--- src/hw/nn_pkg.sv ---
package nn_pkg;

    // Network shape
    localparam int IMG_PIXELS  = 64;
    localparam int L1_OUT      = 8;
    localparam int L2_OUT      = 8;
    localparam int L3_OUT      = 10;
    localparam int NUM_CLASSES = L3_OUT;

    // Weight rows are stored row-major, one row per output neuron
    localparam int W1_BASE = 0;
    localparam int W2_BASE = W1_BASE + IMG_PIXELS * L1_OUT;
    localparam int W3_BASE = W2_BASE + L1_OUT * L2_OUT;
    localparam int W_DEPTH = W3_BASE + L2_OUT * L3_OUT;

    localparam int ACT_DEPTH = 16;
    localparam int PIX_W     = $clog2(IMG_PIXELS);

    typedef logic signed [7:0]              weight_t;
    typedef logic signed [31:0]             act_t;
    typedef logic [$clog2(W_DEPTH)-1:0]     w_addr_t;
    typedef logic [$clog2(ACT_DEPTH)-1:0]   a_addr_t;
    typedef logic [$clog2(NUM_CLASSES)-1:0] class_t;

    // Input count, wide enough to hold IMG_PIXELS itself
    typedef logic [PIX_W:0] in_cnt_t;

    localparam act_t ACT_MIN = {1'b1, {($bits(act_t) - 1){1'b0}}};

    typedef enum logic [2:0] {
        IDLE,
        LAYER1,
        LAYER2,
        LAYER3,
        FINISH
    } seq_state_t;

    typedef struct packed {
        a_addr_t n_out;
        in_cnt_t n_in;
        w_addr_t w_base;
        logic    src_image;
        logic    src_bank;
        logic    relu;
        logic    last;
    } layer_cfg_t;

    typedef struct packed {
        w_addr_t addr;
        weight_t data;
    } wt_write_t;

    typedef struct packed {
        logic    valid;
        a_addr_t index;
        act_t    value;
    } result_t;

endpackage

--- src/hw/mac_engine.sv ---
`timescale 1ns/1ps

module mac_engine
    import nn_pkg::*;
(
    input  logic                  clk,
    input  logic                  resetn,
    input  layer_cfg_t            cfg,
    input  logic                  layer_start,
    input  logic [IMG_PIXELS-1:0] image,
    output w_addr_t               w_raddr,
    input  weight_t               w_rdata,
    output a_addr_t               a_raddr,
    input  act_t                  a_rdata0,
    input  act_t                  a_rdata1,
    output logic                  a_we0,
    output logic                  a_we1,
    output a_addr_t               a_waddr,
    output act_t                  a_wdata,
    output result_t               result,
    output logic                  layer_done
);

    // Address stage
    logic    run;
    a_addr_t row;
    in_cnt_t col;
    w_addr_t row_base;
    logic    col_end;
    logic    row_end;

    // Accumulate stage, one cycle behind
    logic    valid_d;
    a_addr_t row_d;
    in_cnt_t col_d;
    logic    col_end_d;
    logic    row_end_d;
    act_t    acc;
    act_t    in_val;
    act_t    wt_ext;
    act_t    prod;
    act_t    sum;
    act_t    sum_act;
    logic    dst_bank;
    logic    row_fin;

    // Output registers
    logic    res_valid;
    a_addr_t res_index;
    act_t    res_value;

    assign col_end = (col == cfg.n_in - in_cnt_t'(1));
    assign row_end = (row == cfg.n_out - a_addr_t'(1));

    assign w_raddr = row_base + w_addr_t'(col);
    assign a_raddr = a_addr_t'(col);

    always_ff @(posedge clk or posedge resetn) begin
        if (resetn) begin
            run      <= 1'b0;
            row      <= '0;
            col      <= '0;
            row_base <= '0;
        end else if (layer_start) begin
            run      <= 1'b1;
            row      <= '0;
            col      <= '0;
            row_base <= cfg.w_base;
        end else if (run) begin
            if (col_end) begin
                // Next row starts right away, previous sum finishes behind it
                col      <= '0;
                row      <= row + 1'b1;
                row_base <= row_base + w_addr_t'(cfg.n_in);
                if (row_end) begin
                    run <= 1'b0;
                end
            end else begin
                col <= col + 1'b1;
            end
        end
    end

    always_ff @(posedge clk or posedge resetn) begin
        if (resetn) begin
            valid_d <= 1'b0;
        end else begin
            valid_d <= run;
        end
    end

    always_ff @(posedge clk) begin
        row_d     <= row;
        col_d     <= col;
        col_end_d <= col_end;
        row_end_d <= row_end;
    end

    always_comb begin
        if (cfg.src_image) begin
            in_val = act_t'(image[col_d[PIX_W-1:0]]);
        end else if (cfg.src_bank) begin
            in_val = a_rdata1;
        end else begin
            in_val = a_rdata0;
        end
    end

    assign wt_ext  = act_t'(w_rdata);
    assign prod    = in_val * wt_ext;
    assign sum     = ((col_d == '0) ? act_t'(0) : acc) + prod;
    assign sum_act = (cfg.relu && sum < 0) ? act_t'(0) : sum;

    // Image layer writes bank 0, others write the bank they do not read
    assign dst_bank = cfg.src_image ? 1'b0 : ~cfg.src_bank;
    assign row_fin  = valid_d && col_end_d;

    always_ff @(posedge clk) begin
        if (valid_d) begin
            acc <= sum;
        end
    end

    always_ff @(posedge clk or posedge resetn) begin
        if (resetn) begin
            res_valid  <= 1'b0;
            a_we0      <= 1'b0;
            a_we1      <= 1'b0;
            layer_done <= 1'b0;
        end else begin
            res_valid  <= row_fin;
            a_we0      <= row_fin && !cfg.last && !dst_bank;
            a_we1      <= row_fin && !cfg.last && dst_bank;
            layer_done <= row_fin && row_end_d;
        end
    end

    always_ff @(posedge clk) begin
        if (row_fin) begin
            res_index <= row_d;
            res_value <= sum_act;
        end
    end

    assign a_waddr = res_index;
    assign a_wdata = res_value;
    assign result  = '{valid: res_valid, index: res_index, value: res_value};

endmodule

--- config.mk ---
export PLATFORM = sky130hd
export DESIGN_NAME = mac_engine
export DESIGN_NICKNAME = d
export VERILOG_FILES = /design/src/hw/nn_pkg.sv /design/src/hw/mac_engine.sv
export SDC_FILE = /design/constraint.sdc
export NUM_CORES = 1
export LEC_CHECK = 0
export BUFFER_PORTS_ARGS = -buffer_cell sky130_fd_sc_hd__buf_2
export CAP_MARGIN = 20
export CORE_ASPECT_RATIO = 1.25
export CORE_MARGIN = 8
export CORE_UTILIZATION = 43
export DETAILED_ROUTE_END_ITERATION = 16
export GPL_TIMING_DRIVEN = 0
export SLEW_MARGIN = 25
export SYNTH_ARGS = -nofsm -noshare
export SYNTH_HDL_FRONTEND = slang
export SYNTH_SLANG_ARGS = --single-unit
--- constraint.sdc ---
create_clock -name clk -period 8.7 [get_ports clk]
set_input_delay 2.175 -clock clk [delete_from_list [all_inputs] [get_ports clk]]
set_output_delay 2.175 -clock clk [all_outputs]
set_load 0.05 [all_outputs]
==> key figures, run 1 <==
Critical path
  • Crit path cell chain: buf_2 -> mux4_2 -> mux4_2 -> mux4_2 -> a21oi_4 -> nand2_1 -> fa_1 -> fa_1 -> fa_1 -> inv_2 -> fa_2 -> fa_1 -> ha_4 -> o21a_1 -> o31a_1 -> o2111ai_1 -> a31oi_1 -> a221oi_2 -> nor3_1 -> a21oi_1 -> a31oi_1
  • Critical path class: in -> reg
  • Crit path to: a_wdata[30]$_SDFFCE_PP0P_
  • Crit-path max cell delay: 0.60 ns
  • RR Endpoint: a_wdata[30]$_SDFFCE_PP0P_
  • Slowest stage cell, crit path: fa_1
  • WP data required: 8.79 ns
  • Crit path launch: image[47]
  • Most used cell, CP: fa_1
  • Reg2Reg Depth: 22
  • Crit path DAT: 8.53 ns
  • CP max FO: 4
  • Flop2flop setup slack: 1.06 ns
  • Critical path capture point type: flop
  • Worst flop-to-flop path startpoint: col_d[1]$_DFF_P_
  • Startpoint types: input port

Placed design
  • Place WS: -1.090 ns
  • RD Place Congestion: roughly 0.87
  • # port buffers: 251
  • Placed inst area: 15,410 µm²
  • Detail Placement HPWL: about 34,000 µm

Global routing
  • Total congestion overflow: 0
  • First-pass GRT wire length: 62,340 µm
  • Total GRT Usage: 0.2092
  • Initial antenna violation count: 2
  • Largest net degree at the start of global routing: 28
  • Vias in the first global route: between 10,000 and 15,000

Timing
  • Final hold violations: 0
  • Slew @ Worst Pin: 0.9823 ns
  • Achievable Freq: 118.5 MHz
  • Post-route worst setup slack: roughly 0.26 ns
  • # setup viols final: 0
  • Post-route clock skew: 0.009359 ns
  • Min Tclk post-route: 8.441 ns
  • Final count of pins violating max slew: 0
  • Worst hold slack: 0.3907 ns
  • Max-Slew Margin vs Limit: 0.3401
  • Part of the cycle the worst path needs: 0.9702

Hold path
  • Hold Crit Class: reg -> reg
  • Hold Path Depth: 0

Synthesis
  • Syn Area/Cell: 9.841 µm²
  • Yosys warnings: 0
  • Netlist cell types: between 50 and 60
  • Top_reg_cell synth: edfxtp_1
  • Post-synth EDFFs: 68
  • Syn_nets: about 1,800
  • Post-synthesis sequential area ratio: 0.2191
  • Register bit total from synthesis: 108
  • Post-Syn Instances: around 1,400
  • Netlist Area Pre-Place: about 14,000 µm²
  • Asr flop ratio synth: 0.2500

Final layout
  • Final net count: 2,087
  • Layout area overhead: 16.92%
  • Fillcell total: 2,983
  • Final Cell Area: 15,890 µm²
  • Most common cell after layout, fill and taps aside: buf_2
  • Util after Layout: 0.5043
  • Layout cells sized above 1: 0.2219
  • Commonest cells after routing, fill and taps aside: buf_2, inv_1, fa_1

Route
  • 1st-pass router iterations: 4
  • Routed WL: 38,480 µm
  • Post-DR vias/cell: 5.028
  • Post-DR wirelength/cell: 18.61 µm
  • Via count: 10,400
  • Drt drc: 0
  • Antenna-violating nets left: 0
  • Starting DRT DRC Count: 520

Flow run
  • Max-cap viol count: 0

Floorplanning
  • Core box area: around 32,000 µm²
  • Initial Util: 0.4313
  • Boundary Pins: between 200 and 300
  • Die W: 175.0 µm
  • Die H: ~210 µm
  • Total die area: ~38,000 µm²
  • Row cnt: 73

Clock network
  • CTS tree: done
  • Clk root buf: clkbuf_16
  • Max Buffers Root-to-Sink: 2
  • CTS sink count: between 100 and 150
  • Clock buffer count from CTS: 9
  • H-tree levels: 3
  • CTS clk-pin slew, worst paths: 0.07 ns
  • Clock insertion delay at the later pin of the skew report: 0.35 ns

Pwr
  • Pint: 3.041 mW
  • P_sw: 2.731 mW
  • Leakage: 7.536 nW
  • Net Sw Frac: 0.4732
  • Clk network pwr share: 0.077
  • Max VDD drop: a little over 200 µV
  • Sequential power share: 0.172
  • P per Cell Area: 363.2 nW/µm²
  • Combinational Power Share: 0.751

Outcome
  • Status: completed
[critical path, delay by kind of cell]
family	cells	cell delay, ns
simple gates	2	0.18
buf+inv	2	0.15
compound gates	8	1.75
fa+ha+maj	6	2.73
mux	3	1.54
[flip-flops by register name, indices dropped and copies added, names as in the netlist]
signal,count
a_wdata,32
acc,32
row_base,10
col,7
col_d,7
a_waddr,4
row,4
row_d,4
a_we0,1
a_we1,1
col_end_d,1
layer_done,1
res_valid,1
row_end_d,1
run,1
valid_d,1
[how the worst min path moves through the flow]
stage	startpoint	end	slack, ns
final	run$_DFF_PP0_	valid_d$_DFF_PP0_	0.39
after floorplan	run$_DFF_PP0_	valid_d$_DFF_PP0_	0.35
after detailed placement	run$_DFF_PP0_	valid_d$_DFF_PP0_	0.37
after global routing	run$_DFF_PP0_	valid_d$_DFF_PP0_	0.40
after global placement	run$_DFF_PP0_	valid_d$_DFF_PP0_	0.35
after CTS	run$_DFF_PP0_	valid_d$_DFF_PP0_	0.39
[synth_stat cells, types with 3 or more instances]
library cell | number | share of area
inv_1 | 207 | 0.057
fa_1 | 189 | 0.28
nand2_1 | 154 | 0.043
and2_1 | 103 | 0.047
ha_1 | 85 | 0.078
edfxtp_1 | 68 | 0.15
nor2_1 | 64 | 0.018
o21ai_0 | 52 | 0.019
a21oi_1 | 46 | 0.017
xnor2_1 | 45 | 0.029
buf_4 | 44 | 0.024
nor2b_1 | 42 | 0.019
clkbuf_1 | 35 | 0.0097
mux2i_1 | 33 | 0.024
dfrtp_1 | 27 | 0.050
mux4_2 | 21 | 0.035
xor2_1 | 17 | 0.011
nor3_1 | 16 | 0.0059
dfxtp_1 | 13 | 0.019
a21o_1 | 11 | 0.0061
nand3_1 | 11 | 0.0041
buf_1 | 9 | 0.0025
nand4_1 | 7 | 0.0032
o21bai_1 | 7 | 0.0039
nand2b_1 | 6 | 0.0028
nor3b_1 | 6 | 0.0033
and3_1 | 5 | 0.0023
a211oi_1 | 4 | 0.0022
nor4_1 | 4 | 0.0018
o21a_1 | 4 | 0.0022
a21boi_0 | 3 | 0.0017
a31oi_1 | 3 | 0.0014
buf_2 | 3 | 0.0011
o211ai_1 | 3 | 0.0017
o22ai_1 | 3 | 0.0014
o31ai_1 | 3 | 0.0017
xnor3_1 | 3 | 0.0050
[area by class of cell]
type / count / area (µm²) / share of cell area
Inverter: 207 / 777.0 / 0.04890
Buffer: 92 / 545.5 / 0.03433
Multi-Input combinational cell: 973 / 9397 / 0.5913
Antenna cell: 2 / 5.005 / 0.0003150
Sequential cell: 108 / 2979 / 0.1875
Tap cell: 412 / 515.5 / 0.03244
Timing Repair Buffer: 258 / 1354 / 0.08520
Clock inverter: 5 / 85.08 / 0.005354
Clock buffer: 11 / 232.7 / 0.01465
[power by group through the flow]
stage	sequential (mW)	combinational, mW	clock, mW
3_5_place_dp	1.00	4.12	0
3_3_place_gp	1.00	4.08	0
6_report	0.995	4.33	0.443
5_1_grt	1.00	4.90	0.468
2_1_floorplan	1.00	3.05	0
4_1_cts	0.994	4.20	0.455
[metrics by stage]
step	power [mW]	cells	setup TNS [ns]
6_report	5.772	2068	0
2_1_floorplan	4.048	1381	0
3_5_place_dp	5.127	2046	-34.66
4_1_cts	5.654	2064	0
3_3_place_gp	5.081	2044	-31.10
5_1_grt	6.368	2067	-0.002456
[kinds of logic after synthesis]
kind of cell	synth area share
simple gates	0.1534
buf+inv	0.09639
fa+ha+maj	0.3567
compound gates	0.06960
flops	0.2191
xor+xnor	0.04493
mux	0.05993
[repair_timing]
item,4_1_cts,5_1_grt
setup buffers,2,3
gates resized for setup,10,22
cloned,0,0
pin swaps,3,7
setup endpoints to repair,36,37
hold buffers,0,0
[routing by layer]
metal / wire length, µm / global-route usage
met1: 16500 / 0.2665
met2: 18870 / 0.3605
met3: 2354 / 0.03789
met4: 752 / 0.05378
met5: 0 / 0
No activity file was read; power rests on OpenSTA's default activity.
==> run 2: changes to the inputs <==
--- a/config.mk
+++ b/config.mk
@@ -11,7 +11,6 @@
 export CORE_MARGIN = 8
 export CORE_UTILIZATION = 43
 export DETAILED_ROUTE_END_ITERATION = 16
-export GPL_TIMING_DRIVEN = 0
 export SLEW_MARGIN = 25
 export SYNTH_ARGS = -nofsm -noshare
 export SYNTH_HDL_FRONTEND = slang
==> run 2 against run 1 <==
- register-to-register slack better by 0.12 ns
- clock skew about the same
- critical path type unchanged
- setup slack better by 0.057 ns
- cell area down 3.0%
- global-route usage down 0.82 points
- sequential cell count unchanged
- via count down 1.4%
- final cell count down 2.9%
- non-clock buffer count down 60
- sequential power about the same
==> key figures, run 2 (synthesized netlist as in run 1, its figures left out) <==
Outcome
  • Status: completed

Pwr
  • Pint: 2.936 mW (-3.4%)
  • Net Sw Frac: 0.4799 (+0.006671)
  • P per Cell Area: 366.3 nW/µm² (+0.85%)
  • Combinational Power Share: 0.754 (+0.003)
  • P_sw: 2.709 mW (-0.82%)
  • Sequential power share: 0.177 (+0.005)
  • Leakage: 7.351 nW (-2.5%)
  • Max VDD drop: 241.7 µV (+17%)
  • Clk network pwr share: 0.069 (-0.008)
  • Pwr Total: 5.645 mW (-2.2%)

Final layout
  • Layout cells sized above 1: 0.2077 (-0.01423)
  • Commonest cells after routing, fill and taps aside: buf_2, inv_1, fa_1
  • Most common cell after layout, fill and taps aside: buf_2
  • Final net count: 2,027 (-2.9%)
  • Fillcell total: 2,980 (-0.10%)
  • Layout Cells excl Fill: 2,007 (-2.9%)
  • Layout area overhead: 13.39%

Critical path
  • Crit-path max cell delay: 0.51 ns (-0.09 ns)
  • CP delay by family, top: adder cells
  • WP data required: 8.89 ns (+0.10 ns)
  • Buf/Inv on CP: 3 (+1)
  • Critical path capture point type: flop
  • Critical path class: in -> reg
  • CP max FO: 3 (-1)
  • Crit path DAT: 8.57 ns (+0.04 ns)
  • Slowest stage cell, crit path: mux4_2
  • Startpoint types: input port
  • Most used cell, CP: fa_1
  • Crit path cell chain: buf_2 -> mux4_2 -> mux4_2 -> mux4_2 -> a21oi_2 -> nand2_1 -> fa_1 -> fa_1 -> fa_1 -> inv_1 -> fa_1 -> fa_1 -> ha_1 -> o21a_1 -> o31a_1 -> o2111ai_1 -> a31oi_1 -> a221oi_1 -> buf_4 -> xnor2_1 -> nor2b_1

Route
  • Starting DRT DRC Count: 490 (-5.8%)
  • Antenna-violating nets left: 0 (unchanged)
  • Drt drc: 0 (unchanged)
  • Post-DR vias/cell: 5.109 (+1.6%)
  • Post-DR wirelength/cell: 18.14 µm (-2.5%)
  • Via count: 10,250 (-1.4%)
  • Routed WL: 36,410 µm (-5.4%)
  • 1st-pass router iterations: 5 (+1)

Placed design
  • Detail Placement HPWL: 30,620 µm (-8.6%)
  • Placed cells: 1,990 (-2.7%)
  • RD Place Congestion: 0.8522 (-2.3%)
  • # port buffers: 253 (+0.80%)

Timing
  • Max-Slew Margin vs Limit: 0.4756 (+0.1355)
  • Worst hold slack: 0.4122 ns (+0.02150 ns)
  • Achievable Freq: 119.3 MHz (+0.68%)
  • Min Tclk post-route: 8.384 ns (-0.05686 ns)
  • Post-route clock skew: 0.009595 ns (+0.0002355 ns)
  • RSZ-0062 raised after global routing: no
  • Part of the cycle the worst path needs: 0.9637 (-0.006535)
  • Slew @ Worst Pin: 0.7855 ns (-0.1967 ns)
  • Final hold violations: 0 (unchanged)
  • # setup viols final: 0 (unchanged)
  • Final count of pins violating max slew: 0 (unchanged)

Floorplanning
  • Total die area: 37,590 µm² (unchanged)
  • Initial Util: 0.4313 (unchanged)
  • Die W: 175.0 µm (unchanged)
  • Die H: 214.8 µm (unchanged)
  • Core box area: 31,510 µm² (unchanged)
  • Row cnt: 73 (unchanged)
  • Boundary Pins: 254 (unchanged)

Clock network
  • CTS tree: done
  • H-tree levels: 3 (unchanged)
  • Clock buffer count from CTS: 9 (unchanged)
  • Clk root buf: clkbuf_16
  • Clock insertion delay at the later pin of the skew report: 0.36 ns (about the same)
  • CTS clk-pin slew, worst paths: 0.08 ns (about the same)
  • CTS sink count: 108 (unchanged)
  • Max Buffers Root-to-Sink: 2 (unchanged)

Global routing
  • Total GRT Usage: 0.2010 (-0.008167)
  • Initial antenna violation count: 3 (+1)
  • Total congestion overflow: 0 (unchanged)
  • First-pass GRT wire length: 60,600 µm (-2.8%)
  • Largest net degree at the start of global routing: 35 (+25%)
  • Vias in the first global route: 11,280 (-1.7%)

Flow run
  • Max-cap viol count: 0 (unchanged)

Hold path
  • Hold Crit Class: reg -> reg
[run 2: metrics by stage]
step	util	TNS, ns	cell area, µm²	setup WS (ns)
after floorplan	-	0	13590	0.2916
after CTS	0.4885	0	15390	0.1245
after global routing	0.4889	0	15410	0.03495
final	0.4890	0	15410	0.3159
after global placement	0.4799	-3.427	15120	-0.1468
after detailed placement	0.4799	-5.794	15120	-0.2420
[run 2: power groups by stage]
stage / sequential, mW / combinational (mW) / clock (mW)
after floorplan: 1.00 / 3.05 / 0
after detailed placement: 1.01 / 4.21 / 0
final: 0.998 / 4.26 / 0.391
after CTS: 0.998 / 4.27 / 0.401
after global placement: 1.01 / 4.17 / 0
after global routing: 1.01 / 4.83 / 0.423
[run 2: what timing repair did]
action                                  4_1_cts  5_1_grt
resized for setup                             0        4
setup buffers                                 0        0
hold buffers                                  0        0
endpoints found under the setup margin        0       31
[run 2: path summary, 6_finish.rpt]
check                      slack (ns)                        end  cells past startpoint        startpoint
max in group asynchronous        6.53         row[2]$_DFFE_PP0P_                      3            resetn
hold reg to reg                  0.41       a_waddr[1]$_DFFE_PP_                      0  row_d[1]$_DFF_P_
hold / removal                   0.41       a_waddr[1]$_DFFE_PP_                      0  row_d[1]$_DFF_P_
min in group asynchronous        1.89         col[3]$_DFFE_PP0P_                      3            resetn
setup reg to reg                 1.18  a_wdata[28]$_SDFFCE_PP0P_                     21  col_d[0]$_DFF_P_
setup / recovery                 0.32  a_wdata[28]$_SDFFCE_PP0P_                     21         image[47]
[run 2: layout make-up]
type                            instances  area, µm²  area share
Tap cell                              412      515.5     0.03345
Antenna cell                            1      2.502   0.0001624
Multi-Input combinational cell        973       9318      0.6047
Sequential cell                       108       2978      0.1932
Inverter                              207      777.0     0.05042
Timing Repair Buffer                  290       1548      0.1004
Clock inverter                          5      38.79    0.002517
Clock buffer                           11      232.7     0.01510
[run 2: worst reg2reg max path, delay by kind of cell, from the launching register on]
kind            cells  cell delay (ns)
buf+inv             3             0.58
fa+ha+maj           6             2.66
xor+xnor            1             0.15
flops               1             0.67
mux                 3             1.52
compound gates      6             1.46
simple gates        2             0.34
[run 2: layer usage]
layer	GRT usage	routed length [µm]
met1	0.2597	15760
met2	0.3319	17500
met5	0	31
met3	0.04631	2255
met4	0.05831	865
